File: src/can_reg_pkg.sv
package can_reg_pkg;

  // wishbone classic slave sizes
  localparam int wb_adr_w = 2;
  localparam int wb_dat_w = 16;

  // register map, word addressed
  typedef enum logic [wb_adr_w-1:0] {
    addr_div    = 2'd0,  // prescaler divider
    addr_timing = 2'd1,  // {sjw, seg1, seg2}
    addr_ctrl   = 2'd2   // reset request and test output control
  } reg_addr_t;

  // control register bits
  localparam int ctrl_rr_bit      = 0;  // reset request, holds the bit timing in init
  localparam int ctrl_tst_off_bit = 1;  // masks tst_clock and tst_sample

  // values after reset
  localparam int div_rst  = 1;
  localparam int sjw_rst  = 1;
  localparam int seg1_rst = 4;
  localparam int seg2_rst = 2;

  localparam logic ctrl_rr_rst      = 1'b1;  // come out of reset in init
  localparam logic ctrl_tst_off_rst = 1'b0;

endpackage

File: src/can_timing_pkg.sv
package can_timing_pkg;

  // field widths of the bit timing word
  localparam int seg1_w = 4;  // tseg1 length minus one
  localparam int seg2_w = 3;  // tseg2 length minus one
  localparam int sjw_w  = 2;  // jump width minus one

  localparam int timing_w = sjw_w + seg1_w + seg2_w;  // {sjw, seg1, seg2}

  // prescaler divider, a tick every div_factor+1 clocks
  localparam int div_w = 8;

  // counts quanta within one segment, wide enough for a lengthened tseg1
  localparam int cnt_w = 5;

  // lsb of each field inside the timing word
  localparam int sjw_lsb  = 7;  // bits 8..7
  localparam int seg1_lsb = 3;  // bits 6..3
  localparam int seg2_lsb = 0;  // bits 2..0

  // one bit time is walked as sync, tseg1, tseg2
  typedef enum logic [1:0] {
    seg_sync,   // single quantum where edges are expected
    seg_tseg1,  // propagation and phase 1, sample point at its end
    seg_tseg2   // phase 2
  } seg_state_t;

endpackage

File: src/can_bit_sequencer.sv
module can_bit_sequencer (
  input  logic                                clk,
  input  logic                                reset_b,
  input  logic                                init,
  input  logic                                tq_tick,
  input  logic [can_timing_pkg::timing_w-1:0] timing,
  input  logic                                rx_sync,
  input  logic                                rx_fall,
  input  logic                                busidle,
  input  logic                                interm3,
  input  logic                                txd,
  input  logic                                transmit,
  output logic                                sample,
  output logic                                clock,
  output logic                                rx_bit
);

  localparam int cnt_w  = can_timing_pkg::cnt_w;
  localparam int sjw_w  = can_timing_pkg::sjw_w;
  localparam int seg1_w = can_timing_pkg::seg1_w;
  localparam int seg2_w = can_timing_pkg::seg2_w;

  localparam logic [cnt_w-1:0] q_one = 1;

  can_timing_pkg::seg_state_t state;

  logic [cnt_w-1:0] q_cnt;        // quantum index within the current segment
  logic [cnt_w-1:0] len1;         // tseg1 length in quanta, may grow by resync
  logic [cnt_w-1:0] len2;         // tseg2 length in quanta, may shrink by resync
  logic             resync_done;  // one edge adjustment per bit
  logic             sample_q;
  logic             clock_q;

  logic [cnt_w-1:0] seg1_len;
  logic [cnt_w-1:0] seg2_len;
  logic [cnt_w-1:0] sjw_len;
  logic [cnt_w-1:0] elapsed;      // quanta since the end of sync
  logic [cnt_w-1:0] ext1;
  logic [cnt_w-1:0] cut2_len;
  logic [cnt_w-1:0] len2_eff;
  logic             hard_sync;
  logic             resync_ok;
  logic             resync1;
  logic             resync2;
  logic             end_seg2;

  // programmed lengths, register value plus one
  assign seg1_len = {{(cnt_w-seg1_w){1'b0}},
                     timing[can_timing_pkg::seg1_lsb +: seg1_w]} + q_one;
  assign seg2_len = {{(cnt_w-seg2_w){1'b0}},
                     timing[can_timing_pkg::seg2_lsb +: seg2_w]} + q_one;
  assign sjw_len  = {{(cnt_w-sjw_w){1'b0}},
                     timing[can_timing_pkg::sjw_lsb +: sjw_w]} + q_one;

  assign hard_sync = rx_fall & (busidle | interm3) & txd;
  assign resync_ok = rx_fall & txd & ~transmit & ~resync_done & ~hard_sync;
  assign resync1   = resync_ok && state == can_timing_pkg::seg_tseg1;
  assign resync2   = resync_ok && state == can_timing_pkg::seg_tseg2;

  // late edge, stretch tseg1 by the phase error up to sjw+1
  assign elapsed = q_cnt + q_one;
  assign ext1    = (elapsed < sjw_len) ? elapsed : sjw_len;

  // early edge, cut tseg2 so the bit ends no sooner than now
  assign cut2_len = (len2 >= q_cnt + sjw_len + q_one) ? len2 - sjw_len : q_cnt + q_one;
  assign len2_eff = resync2 ? cut2_len : len2;
  assign end_seg2 = state == can_timing_pkg::seg_tseg2 && q_cnt == len2_eff - q_one;

  always_ff @(posedge clk)
  begin
    if (!reset_b || init)
    begin
      state       <= can_timing_pkg::seg_sync;
      q_cnt       <= '0;
      len1        <= seg1_len;
      len2        <= seg2_len;
      resync_done <= 1'b0;
      sample_q    <= 1'b0;
      clock_q     <= 1'b0;
      rx_bit      <= 1'b1;  // recessive
    end
    else
    begin
      sample_q <= 1'b0;
      clock_q  <= 1'b0;
      if (tq_tick)
      begin
        if (hard_sync)
        begin
          // this quantum counts as sync, tseg1 starts next
          state       <= can_timing_pkg::seg_tseg1;
          q_cnt       <= '0;
          len1        <= seg1_len;
          len2        <= seg2_len;
          resync_done <= 1'b1;
          clock_q     <= 1'b1;
        end
        else
        begin
          case (state)
            can_timing_pkg::seg_sync:
            begin
              state <= can_timing_pkg::seg_tseg1;
              q_cnt <= '0;
            end
            can_timing_pkg::seg_tseg1:
            begin
              if (resync1)
              begin
                len1        <= len1 + ext1;
                q_cnt       <= q_cnt + q_one;
                resync_done <= 1'b1;
              end
              else if (q_cnt == len1 - q_one)
              begin
                state    <= can_timing_pkg::seg_tseg2;
                q_cnt    <= '0;
                sample_q <= 1'b1;
                rx_bit   <= rx_sync;  // sample point
              end
              else
                q_cnt <= q_cnt + q_one;
            end
            can_timing_pkg::seg_tseg2:
            begin
              len2 <= len2_eff;
              if (resync2)
                resync_done <= 1'b1;
              if (end_seg2)
              begin
                state       <= can_timing_pkg::seg_sync;
                q_cnt       <= '0;
                len1        <= seg1_len;  // new bit takes the current timing word
                len2        <= seg2_len;
                resync_done <= 1'b0;
                clock_q     <= 1'b1;
              end
              else
                q_cnt <= q_cnt + q_one;
            end
            default: state <= can_timing_pkg::seg_sync;
          endcase
        end
      end
    end
  end

  // a pulse already in flight is dropped when init is set
  assign sample = sample_q & ~init;
  assign clock  = clock_q & ~init;

endmodule

File: src/can_btl_regs.sv
module can_btl_regs #(
  parameter int div_w = can_timing_pkg::div_w
) (
  input  logic                                clk,
  input  logic                                reset_b,
  input  logic                                cyc,
  input  logic                                stb,
  input  logic                                we,
  input  logic [can_reg_pkg::wb_adr_w-1:0]    adr,
  input  logic [can_reg_pkg::wb_dat_w-1:0]    dat_w,
  output logic                                ack,
  output logic [can_reg_pkg::wb_dat_w-1:0]    dat_r,
  output logic [div_w-1:0]                    div_factor,
  output logic [can_timing_pkg::timing_w-1:0] timing,
  output logic                                init,
  output logic                                tst_off
);

  localparam int timing_w = can_timing_pkg::timing_w;
  localparam int sjw_w    = can_timing_pkg::sjw_w;
  localparam int seg1_w   = can_timing_pkg::seg1_w;
  localparam int seg2_w   = can_timing_pkg::seg2_w;

  logic                             access;  // first cycle of a transfer
  logic [can_reg_pkg::wb_dat_w-1:0] rd_data;
  can_reg_pkg::reg_addr_t           addr;

  assign access = cyc & stb & ~ack;
  assign addr   = can_reg_pkg::reg_addr_t'(adr);

  // read mux, unused addresses read as zero
  always_comb
  begin
    rd_data = '0;
    case (addr)
      can_reg_pkg::addr_div:    rd_data[div_w-1:0] = div_factor;
      can_reg_pkg::addr_timing: rd_data[timing_w-1:0] = timing;
      can_reg_pkg::addr_ctrl:
      begin
        rd_data[can_reg_pkg::ctrl_rr_bit]      = init;
        rd_data[can_reg_pkg::ctrl_tst_off_bit] = tst_off;
      end
      default:                  rd_data = '0;
    endcase
  end

  // single cycle ack, never two in a row
  always_ff @(posedge clk)
  begin
    if (!reset_b)
      ack <= 1'b0;
    else
      ack <= access;
  end

  always_ff @(posedge clk)
  begin
    if (access)
      dat_r <= rd_data;  // valid while ack is high
  end

  always_ff @(posedge clk)
  begin
    if (!reset_b)
    begin
      div_factor <= div_w'(can_reg_pkg::div_rst);
      timing[can_timing_pkg::sjw_lsb +: sjw_w]   <= sjw_w'(can_reg_pkg::sjw_rst);
      timing[can_timing_pkg::seg1_lsb +: seg1_w] <= seg1_w'(can_reg_pkg::seg1_rst);
      timing[can_timing_pkg::seg2_lsb +: seg2_w] <= seg2_w'(can_reg_pkg::seg2_rst);
      init    <= can_reg_pkg::ctrl_rr_rst;
      tst_off <= can_reg_pkg::ctrl_tst_off_rst;
    end
    else if (access && we)
    begin
      case (addr)
        can_reg_pkg::addr_div:    div_factor <= dat_w[div_w-1:0];
        can_reg_pkg::addr_timing: timing <= dat_w[timing_w-1:0];
        can_reg_pkg::addr_ctrl:
        begin
          init    <= dat_w[can_reg_pkg::ctrl_rr_bit];
          tst_off <= dat_w[can_reg_pkg::ctrl_tst_off_bit];
        end
        default: ;  // write to a hole is acked and dropped
      endcase
    end
  end

endmodule

File: src/can_btl_top.sv
module can_btl_top #(
  parameter int div_w = can_timing_pkg::div_w
) (
  input  logic                             clk,
  input  logic                             reset_b,
  input  logic                             cyc,
  input  logic                             stb,
  input  logic                             we,
  input  logic [can_reg_pkg::wb_adr_w-1:0] adr,
  input  logic [can_reg_pkg::wb_dat_w-1:0] dat_w,
  input  logic                             rxd,
  input  logic                             txd,
  input  logic                             busidle,
  input  logic                             interm3,
  input  logic                             transmit,
  output logic                             ack,
  output logic [can_reg_pkg::wb_dat_w-1:0] dat_r,
  output logic                             sample,
  output logic                             clock,
  output logic                             rx_bit,
  output logic                             tst_clock,
  output logic                             tst_sample
);

  logic [div_w-1:0]                    div_factor;
  logic [can_timing_pkg::timing_w-1:0] timing;
  logic                                init;
  logic                                tst_off;
  logic                                tq_tick;
  logic                                rx_sync;
  logic                                rx_fall;

  can_btl_regs #(
    .div_w(div_w)
  ) can_btl_regs_i (
    .clk(clk),
    .reset_b(reset_b),
    .cyc(cyc),
    .stb(stb),
    .we(we),
    .adr(adr),
    .dat_w(dat_w),
    .ack(ack),
    .dat_r(dat_r),
    .div_factor(div_factor),
    .timing(timing),
    .init(init),
    .tst_off(tst_off)
  );

  can_tq_prescaler #(
    .div_w(div_w)
  ) can_tq_prescaler_i (
    .clk(clk),
    .reset_b(reset_b),
    .init(init),
    .div_factor(div_factor),
    .tq_tick(tq_tick)
  );

  can_rx_sync can_rx_sync_i (
    .clk(clk),
    .reset_b(reset_b),
    .init(init),
    .tq_tick(tq_tick),
    .rxd(rxd),
    .rx_sync(rx_sync),
    .rx_fall(rx_fall)
  );

  can_bit_sequencer can_bit_sequencer_i (
    .clk(clk),
    .reset_b(reset_b),
    .init(init),
    .tq_tick(tq_tick),
    .timing(timing),
    .rx_sync(rx_sync),
    .rx_fall(rx_fall),
    .busidle(busidle),
    .interm3(interm3),
    .txd(txd),
    .transmit(transmit),
    .sample(sample),
    .clock(clock),
    .rx_bit(rx_bit)
  );

  // test pins for the host, masked by tst_off
  assign tst_clock  = clock & ~tst_off;
  assign tst_sample = sample & ~tst_off;

endmodule

File: src/can_rx_sync.sv
module can_rx_sync (
  input  logic clk,
  input  logic reset_b,
  input  logic init,
  input  logic tq_tick,
  input  logic rxd,
  output logic rx_sync,
  output logic rx_fall
);

  logic rxd_s1;  // first stage, may go metastable
  logic rxd_s2;  // second stage

  // shift once per time quantum, recessive while in init
  always_ff @(posedge clk)
  begin
    if (!reset_b || init)
    begin
      rxd_s1 <= 1'b1;
      rxd_s2 <= 1'b1;
    end
    else if (tq_tick)
    begin
      rxd_s2 <= rxd_s1;
      rxd_s1 <= rxd;
    end
  end

  assign rx_sync = rxd_s2;

  // stage 2 still recessive, stage 1 already dominant, so stage 2 falls on the next tick.
  // holds for one quantum only, as that tick shifts the stages
  assign rx_fall = rxd_s2 & ~rxd_s1;

endmodule

File: src/can_tq_prescaler.sv
module can_tq_prescaler #(
  parameter int div_w = can_timing_pkg::div_w
) (
  input  logic             clk,
  input  logic             reset_b,
  input  logic             init,
  input  logic [div_w-1:0] div_factor,
  output logic             tq_tick
);

  logic [div_w-1:0] count;  // quantum down-counter

  // one reload period is div_factor+1 clocks
  always_ff @(posedge clk)
  begin
    if (!reset_b)
      count <= '0;
    else if (init || count == '0)
      count <= div_factor;  // held at reload during init
    else
      count <= count - 1'b1;
  end

  // tick on the clock after the counter reaches zero
  always_ff @(posedge clk)
  begin
    if (!reset_b)
      tq_tick <= 1'b0;
    else
      tq_tick <= !init && count == '0;
  end

endmodule

File: config.mk
export PLATFORM = sky130hd
export DESIGN_NAME = can_btl_top
export DESIGN_NICKNAME = d
export VERILOG_FILES = /design/src/can_reg_pkg.sv /design/src/can_timing_pkg.sv /design/src/can_bit_sequencer.sv /design/src/can_btl_regs.sv /design/src/can_btl_top.sv /design/src/can_rx_sync.sv /design/src/can_tq_prescaler.sv
export SDC_FILE = /design/constraint.sdc
export NUM_CORES = 1
export LEC_CHECK = 0
export BUFFER_PORTS_ARGS = -buffer_cell sky130_fd_sc_hd__buf_2
export CAP_MARGIN = 20
export CORE_MARGIN = 2
export CORE_UTILIZATION = 45
export DETAILED_ROUTE_END_ITERATION = 10
export PLACE_DENSITY_LB_ADDON = 0.08
export SLEW_MARGIN = 30
export SYNTH_ARGS = -nofsm -noshare
export SYNTH_HDL_FRONTEND = slang
export SYNTH_SLANG_ARGS = --single-unit
File: constraint.sdc
create_clock -name clk -period 12 [get_ports clk]
set_clock_uncertainty 0.15 [all_clocks]
set_input_delay 2.4 -clock clk [delete_from_list [all_inputs] [get_ports clk]]
set_output_delay 2.4 -clock clk [all_outputs]
set_load 0.1 [all_outputs]
# After elaboration in Yosys (flattened, before gate mapping)
# Cells that the tools add are included.
# word_totals
latchBits,0
ff_bits,61
mem_count,0
mem_bits_ro,0
ramBits,0
# classes
n_mux,36
n_eq_ne,13
magnitude_cmp,2
n_div,0
bitwise,24
reduce_logical,28
n_mul,0
addsub,11
shift,0
# op_table
operator,count
2-to-1 mux 5 bit,17
case mux 5 bit (3 select lines),1
AND 1 bit,13
case mux 2 bit (3 select lines),2
case mux 6 bit (2 select lines),1
AND reduction 4 bit,3
"adder 5 x 1 -> 5 bit, second input constant",2
adder 5 bit,2
== test 5 bit,2
NOT 1 bit,10
case mux 5 bit (2 select lines),1
AND reduction 2 bit,5
"subtractor 5 x 1 -> 5 bit, second input constant",2
zero test 8 bit,1
2-to-1 mux 1 bit,8
2-to-1 mux 2 bit,4
2-to-1 mux 8 bit,1
"inequality test 4 x 2 -> 1 bit, second input constant",2
nonzero test 4 bit,2
"subtractor 8 x 1 -> 8 bit, second input constant",1
"inequality test 3 x 1 -> 1 bit, second input constant",2
"inequality test 3 x 2 -> 1 bit, second input constant",2
nonzero test 3 bit,2
"adder 4 x 1 -> 5 bit, second input constant",1
other kinds (18),27

# Depth between registers and ports, before layout
# depth
word_depth,16
depth_mapped,20
ltp_nobuf,20

# Hierarchy
# Synthesis repeated with hierarchy kept, for this count alone.
# hier_totals
hier_cells,457
hier_area_um2,4255.3
# by_module_without_submodules
mod,area_per_inst_um2,cells_each,instances,seq_area_each_um2
can_bit_sequencer,2368.5,275,1,520.5
can_btl_regs,1318.8,123,1,670.6
can_tq_prescaler,475.5,49,1,180.2
can_rx_sync,80.1,8,1,40.0
can_btl_top,12.5,2,1,0.0

# Least setup slack after synthesis
# OpenSTA, ideal clock, no wires.
# synth_timing
kind,flip-flop to output port
start,reg can_btl_regs_i.init
end,out tst_clock
n_path_buf,0
path_slack_ps,6267
stages_incl_launch_ff,3
t_arrival_ps,3183
required_ps,9450
path_cell_list,dfxtp_1 > nor2b_1 > nor2b_1
# synth_between
elab_chain_len,3
# synth_lines
element,line_no,rtl
start: declaration,can_btl_regs.sv:15,"output logic init,"
start signal: assignment,can_btl_regs.sv:70,init <= can_reg_pkg::ctrl_rr_rst;
start signal: assignment,can_btl_regs.sv:80,init <= dat_w[can_reg_pkg::ctrl_rr_bit];
NOT 1 bit,can_bit_sequencer.sv:150,assign clock = clock_q & ~init;
AND 1 bit,can_bit_sequencer.sv:150,
named net clock,can_btl_top.sv:19,"output logic clock,"
AND 1 bit,can_btl_top.sv:89,assign tst_clock = clock & ~tst_off;
end: declaration,can_btl_top.sv:21,"output logic tst_clock,"
# The timed path passes the listed nets, and every way through them passes these cells.

# Worst setup path after layout
# layout_timing
start,in interm3
end,"reg can_bit_sequencer_i.len1[2], enable pin"
# layout_between
elab_chain_len,12
elab_cells_between_ends,15
# layout_lines
element,line_no,rtl
start: declaration,can_btl_top.sv:14,"input logic interm3,"
bitwise OR 1 bit *,can_bit_sequencer.sv:55,assign hard_sync = rx_fall & (busidle | interm3) & txd;
AND 1 bit * (2 in a row),can_bit_sequencer.sv:55,
NOT 1 bit,can_bit_sequencer.sv:56,assign resync_ok = rx_fall & txd & ~transmit & ~resync_done & ~hard_sync;
AND 1 bit,can_bit_sequencer.sv:56,
logical AND 1 bit,can_bit_sequencer.sv:58,assign resync2 = resync_ok && state == can_timing_pkg::seg_tseg2;
2-to-1 mux 5 bit,can_bit_sequencer.sv:66,assign len2_eff = resync2 ? cut2_len : len2;
subtractor 5 x 1 -> 5 bit,can_bit_sequencer.sv:67,assign end_seg2 = state == can_timing_pkg::seg_tseg2 && q_cnt == len2_eff - q_one;
== test 5 bit,can_bit_sequencer.sv:67,
logical AND 1 bit,can_bit_sequencer.sv:67,
inequality test 4 x 2 -> 1 bit (no line),-,
AND reduction 4 bit (no line) *,-,
end signal: assignment,can_bit_sequencer.sv:75,len1 <= seg1_len;
end signal: assignment,can_bit_sequencer.sv:93,len1 <= seg1_len;
end signal: assignment,can_bit_sequencer.sv:110,len1 <= len1 + ext1;
end: declaration,can_bit_sequencer.sv:28,logic [cnt_w-1:0] len1;
# Mark *: on every way between the ends. The rest lies on a longest branch, timed or not.
# A chain may end at the register's enable or synchronous reset.

==> impl_metrics.json <==
{
  "synth_edf_count": 19,
  "ir_drop_mv": 0.0800,
  "critPathMaxStageDelay_ns": 0.50,
  "cts-htree-levels": 3,
  "p_leak_nw": 1.98,
  "ctsHoldBuffers": 0,
  "clock_latency_ns": 0.34,
  "initial_core_util_pct": 45.8,
  "cts_tree": "done",
  "core.rowCount": 35,
  "synth_area_leaders": "dfxtp_1 20%, edfxtp_1 14%, ha_1 8.7%, mux2i_1 7.2%, nand2_1 4.3%",
  "final_cell_mix": "48 x nand2_1, 42 x dfxtp_1, 35 x buf_2, 30 x mux2i_1, 29 x ha_1",
  "post-cts-setup-buffer-count": 0,
  "cpMaxStageDelayCell": "and3_1",
  "power.density_mw_per_mm2": 101,
  "core_area_mm2": 0.00911,
  "maxCapViolCount": 0,
  "rsz0062_at_grt": "false",
  "synthCells": 449,
  "io_buffers": 35,
  "finalCriticalPeriod_ns": 5.91,
  "yosysSeqAreaShare_pct": 33.9,
  "clockRootBuffer": "clkbuf_8",
  "fin_crit_sh_pct": 49.3,
  "worst_pin_slew_ns": 0.694,
  "relSlewSlack_pct": 53.6,
  "routabilityCongestion": 0.802,
  "dr.first_iter.drc_count": 102,
  "place_area_mm2": 0.00441,
  "drtAntennaViolNets": 0,
  "grt_pass1_wl_um": 15000,
  "finalNetCount": 542,
  "synth_warnings": 0,
  "die_area_mm2": 0.0101,
  "syn2layout_area_growth_pct": 10.5,
  "final_common_cell": "nand2_1",
  "synth.largest_area_cell": "dfxtp_1",
  "outcome": "finished, final reports clean",
  "post_drt_wl_per_cell_um": 15.3,
  "drt_pass1_iterations": 5,
  "synth_area_mm2": 0.00417,
  "cp-end-kind": "flop",
  "grt_pass1_vias": 3090,
  "numCtsBuffers": 9,
  "avgSynthCellArea_um2": 9.29,
  "overflow": 0,
  "critPathMaxFanout": 10,
  "viasPerCell": 5.45,
  "fmax_ghz": 0.169,
  "antenna_found_initial": 0,
  "clockBufferDepth": 2,
  "place_ws_ns": 5.71,
  "diodes": 0,
  "die_h_um": 100,
  "cp_data_arrival_time_ns": 5.78,
  "async_reset_ff_share_pct": 0,
  "grt_util_all_layers_pct": 19.1,
  "yosys_register_bits": 61,
  "path_class": "input pin to flop",
  "placedCellCount": 582,
  "crit_chain": "buf_2 > nor4_4 > and3_1 > nor2_2 > a31oi_1 > inv_1 > ha_1 > xor2_1 > a2111oi_1 > o21ai_0 > a21oi_2 > o211a_4 > o21a_1 > a21o_1",
  "post_cts_resized": 0,
  "fill_cells": 885,
  "setup_slack_ns": 6.09,
  "hold_viol": 0,
  "die_x_um": 100,
  "stdcell_area_mm2": 0.00461,
  "synth_cell_type_count": 67,
  "cts_sinks": 61,
  "regArea_mm2": 0.00141,
  "wl_um": 9160,
  "hpwl_um": 7080,
  "multi_input_area_mm2": 0.00258,
  "hp-class": "flop to flop",
  "grt_max_degree": 31,
  "drv_slew": 0,
  "io_pins": 50,
  "via_count": 3260,
  "synth_flop_cell": "dfxtp_1",
  "required_ns": 11.87,
  "setup_viol": 0,
  "drive_gt1_share_pct": 16.0,
  "crit_buf_inv": 2,
  "startpoint_type": "input pin",
  "synth_top_area_share_pct": 20.2,
  "stdcell_count": 598,
  "post-route-drc-count": 0,
  "finalSetupTns_ns": 0,
  "clkSlewWorstSetupHoldPaths_ns": 0.07,
  "cpLargestDelayFamily": "compound AO/OA/AOI/OAI gates"
}
[tightest hold or removal path: stages (launching register included)]
cell and delay (ns):
dfxtp_1 0.33, mux2i_1 0.06, nand2_1 0.06
[sequential cells by signal, indices dropped and copies added, names as in the netlist, 2 cells and up]
| name | cells |
|---|---|
| can_bit_sequencer_i.len1 | 5 |
| can_bit_sequencer_i.len2 | 5 |
| can_bit_sequencer_i.q_cnt | 5 |
| can_bit_sequencer_i.state | 2 |
| can_btl_regs_i.dat_r | 9 |
| can_btl_regs_i.div_factor | 8 |
| can_btl_regs_i.timing | 9 |
| can_tq_prescaler_i.count | 8 |
[per-stage QoR]
step / utilization, % / power (mW) / hold WS [ns]
floorplan: - / 0.276 / 0.306
global placement: 48.3 / 0.288 / 0.314
detailed placement: 48.4 / 0.289 / 0.309
CTS: 50.6 / 0.472 / 0.330
global route: 50.6 / 0.488 / 0.373
finish: 50.6 / 0.467 / 0.324
[cell families after synthesis]
family          count (synthesis)  share of synthesized area, %
compound gates                 93                          17.0
flops                          61                          33.9
simple gates                  157                          19.7
fa+ha+maj                      32                          10.1
xor+xnor                       26                          5.64
buf+inv                        45                          5.16
other cells                     1                        0.0899
mux                            34                          8.46
[layout make-up]
class	instances	share of cell area (%)
Inverter	23	1.87
Sequential cell	61	30.6
Clock inverter	7	1.63
Clock buffer	9	2.69
Timing Repair Buffer	37	4.13
Tap cell	111	3.02
Multi-Input combinational cell	350	56.0
[per-layer routing]
metal / share of wire, % / track usage (%)
met1: 48 / 24.9
met3: 3.9 / 3.62
met5: 0 / 0
met2: 47 / 31.8
met4: 1.4 / 6.22
[power breakdown]
| group | leakage, nW | switching [mW] | internal, mW | total [mW] |
|---|---|---|---|---|
| logic | 1.35 | 0.0450 | 0.0197 | 0.0647 |
| clock network | 0.104 | 0.0860 | 0.0968 | 0.183 |
| registers | 0.530 | 0.00342 | 0.216 | 0.219 |
[final timing paths]
| check | startpoint | end | slack [ns] | cells after the start |
|---|---|---|---|---|
| max | interm3 | can_bit_sequencer_i.len1[2]$_DFFE_PP_ | 6.09 | 14 |
| min | can_bit_sequencer_i.rx_bit$_SDFFE_PP1P_ | can_bit_sequencer_i.rx_bit$_SDFFE_PP1P_ | 0.32 | 2 |
| max reg2reg | can_bit_sequencer_i.q_cnt[0]$_SDFFE_PP0P_ | can_bit_sequencer_i.len1[2]$_DFFE_PP_ | 6.64 | 18 |
| min reg2reg | can_bit_sequencer_i.rx_bit$_SDFFE_PP1P_ | can_bit_sequencer_i.rx_bit$_SDFFE_PP1P_ | 0.32 | 2 |
[synth_stat cells, types with 12 or more instances]
| cell type | number |
|---|---|
| nand2_1 | 48 |
| dfxtp_1 | 42 |
| mux2i_1 | 30 |
| ha_1 | 29 |
| nor2_1 | 28 |
| nor2b_1 | 25 |
| inv_1 | 22 |
| o21ai_0 | 21 |
| a21oi_1 | 19 |
| edfxtp_1 | 19 |
| xnor2_1 | 13 |
| xor2_1 | 12 |
Note: power is estimated with default switching activity, not from simulation.
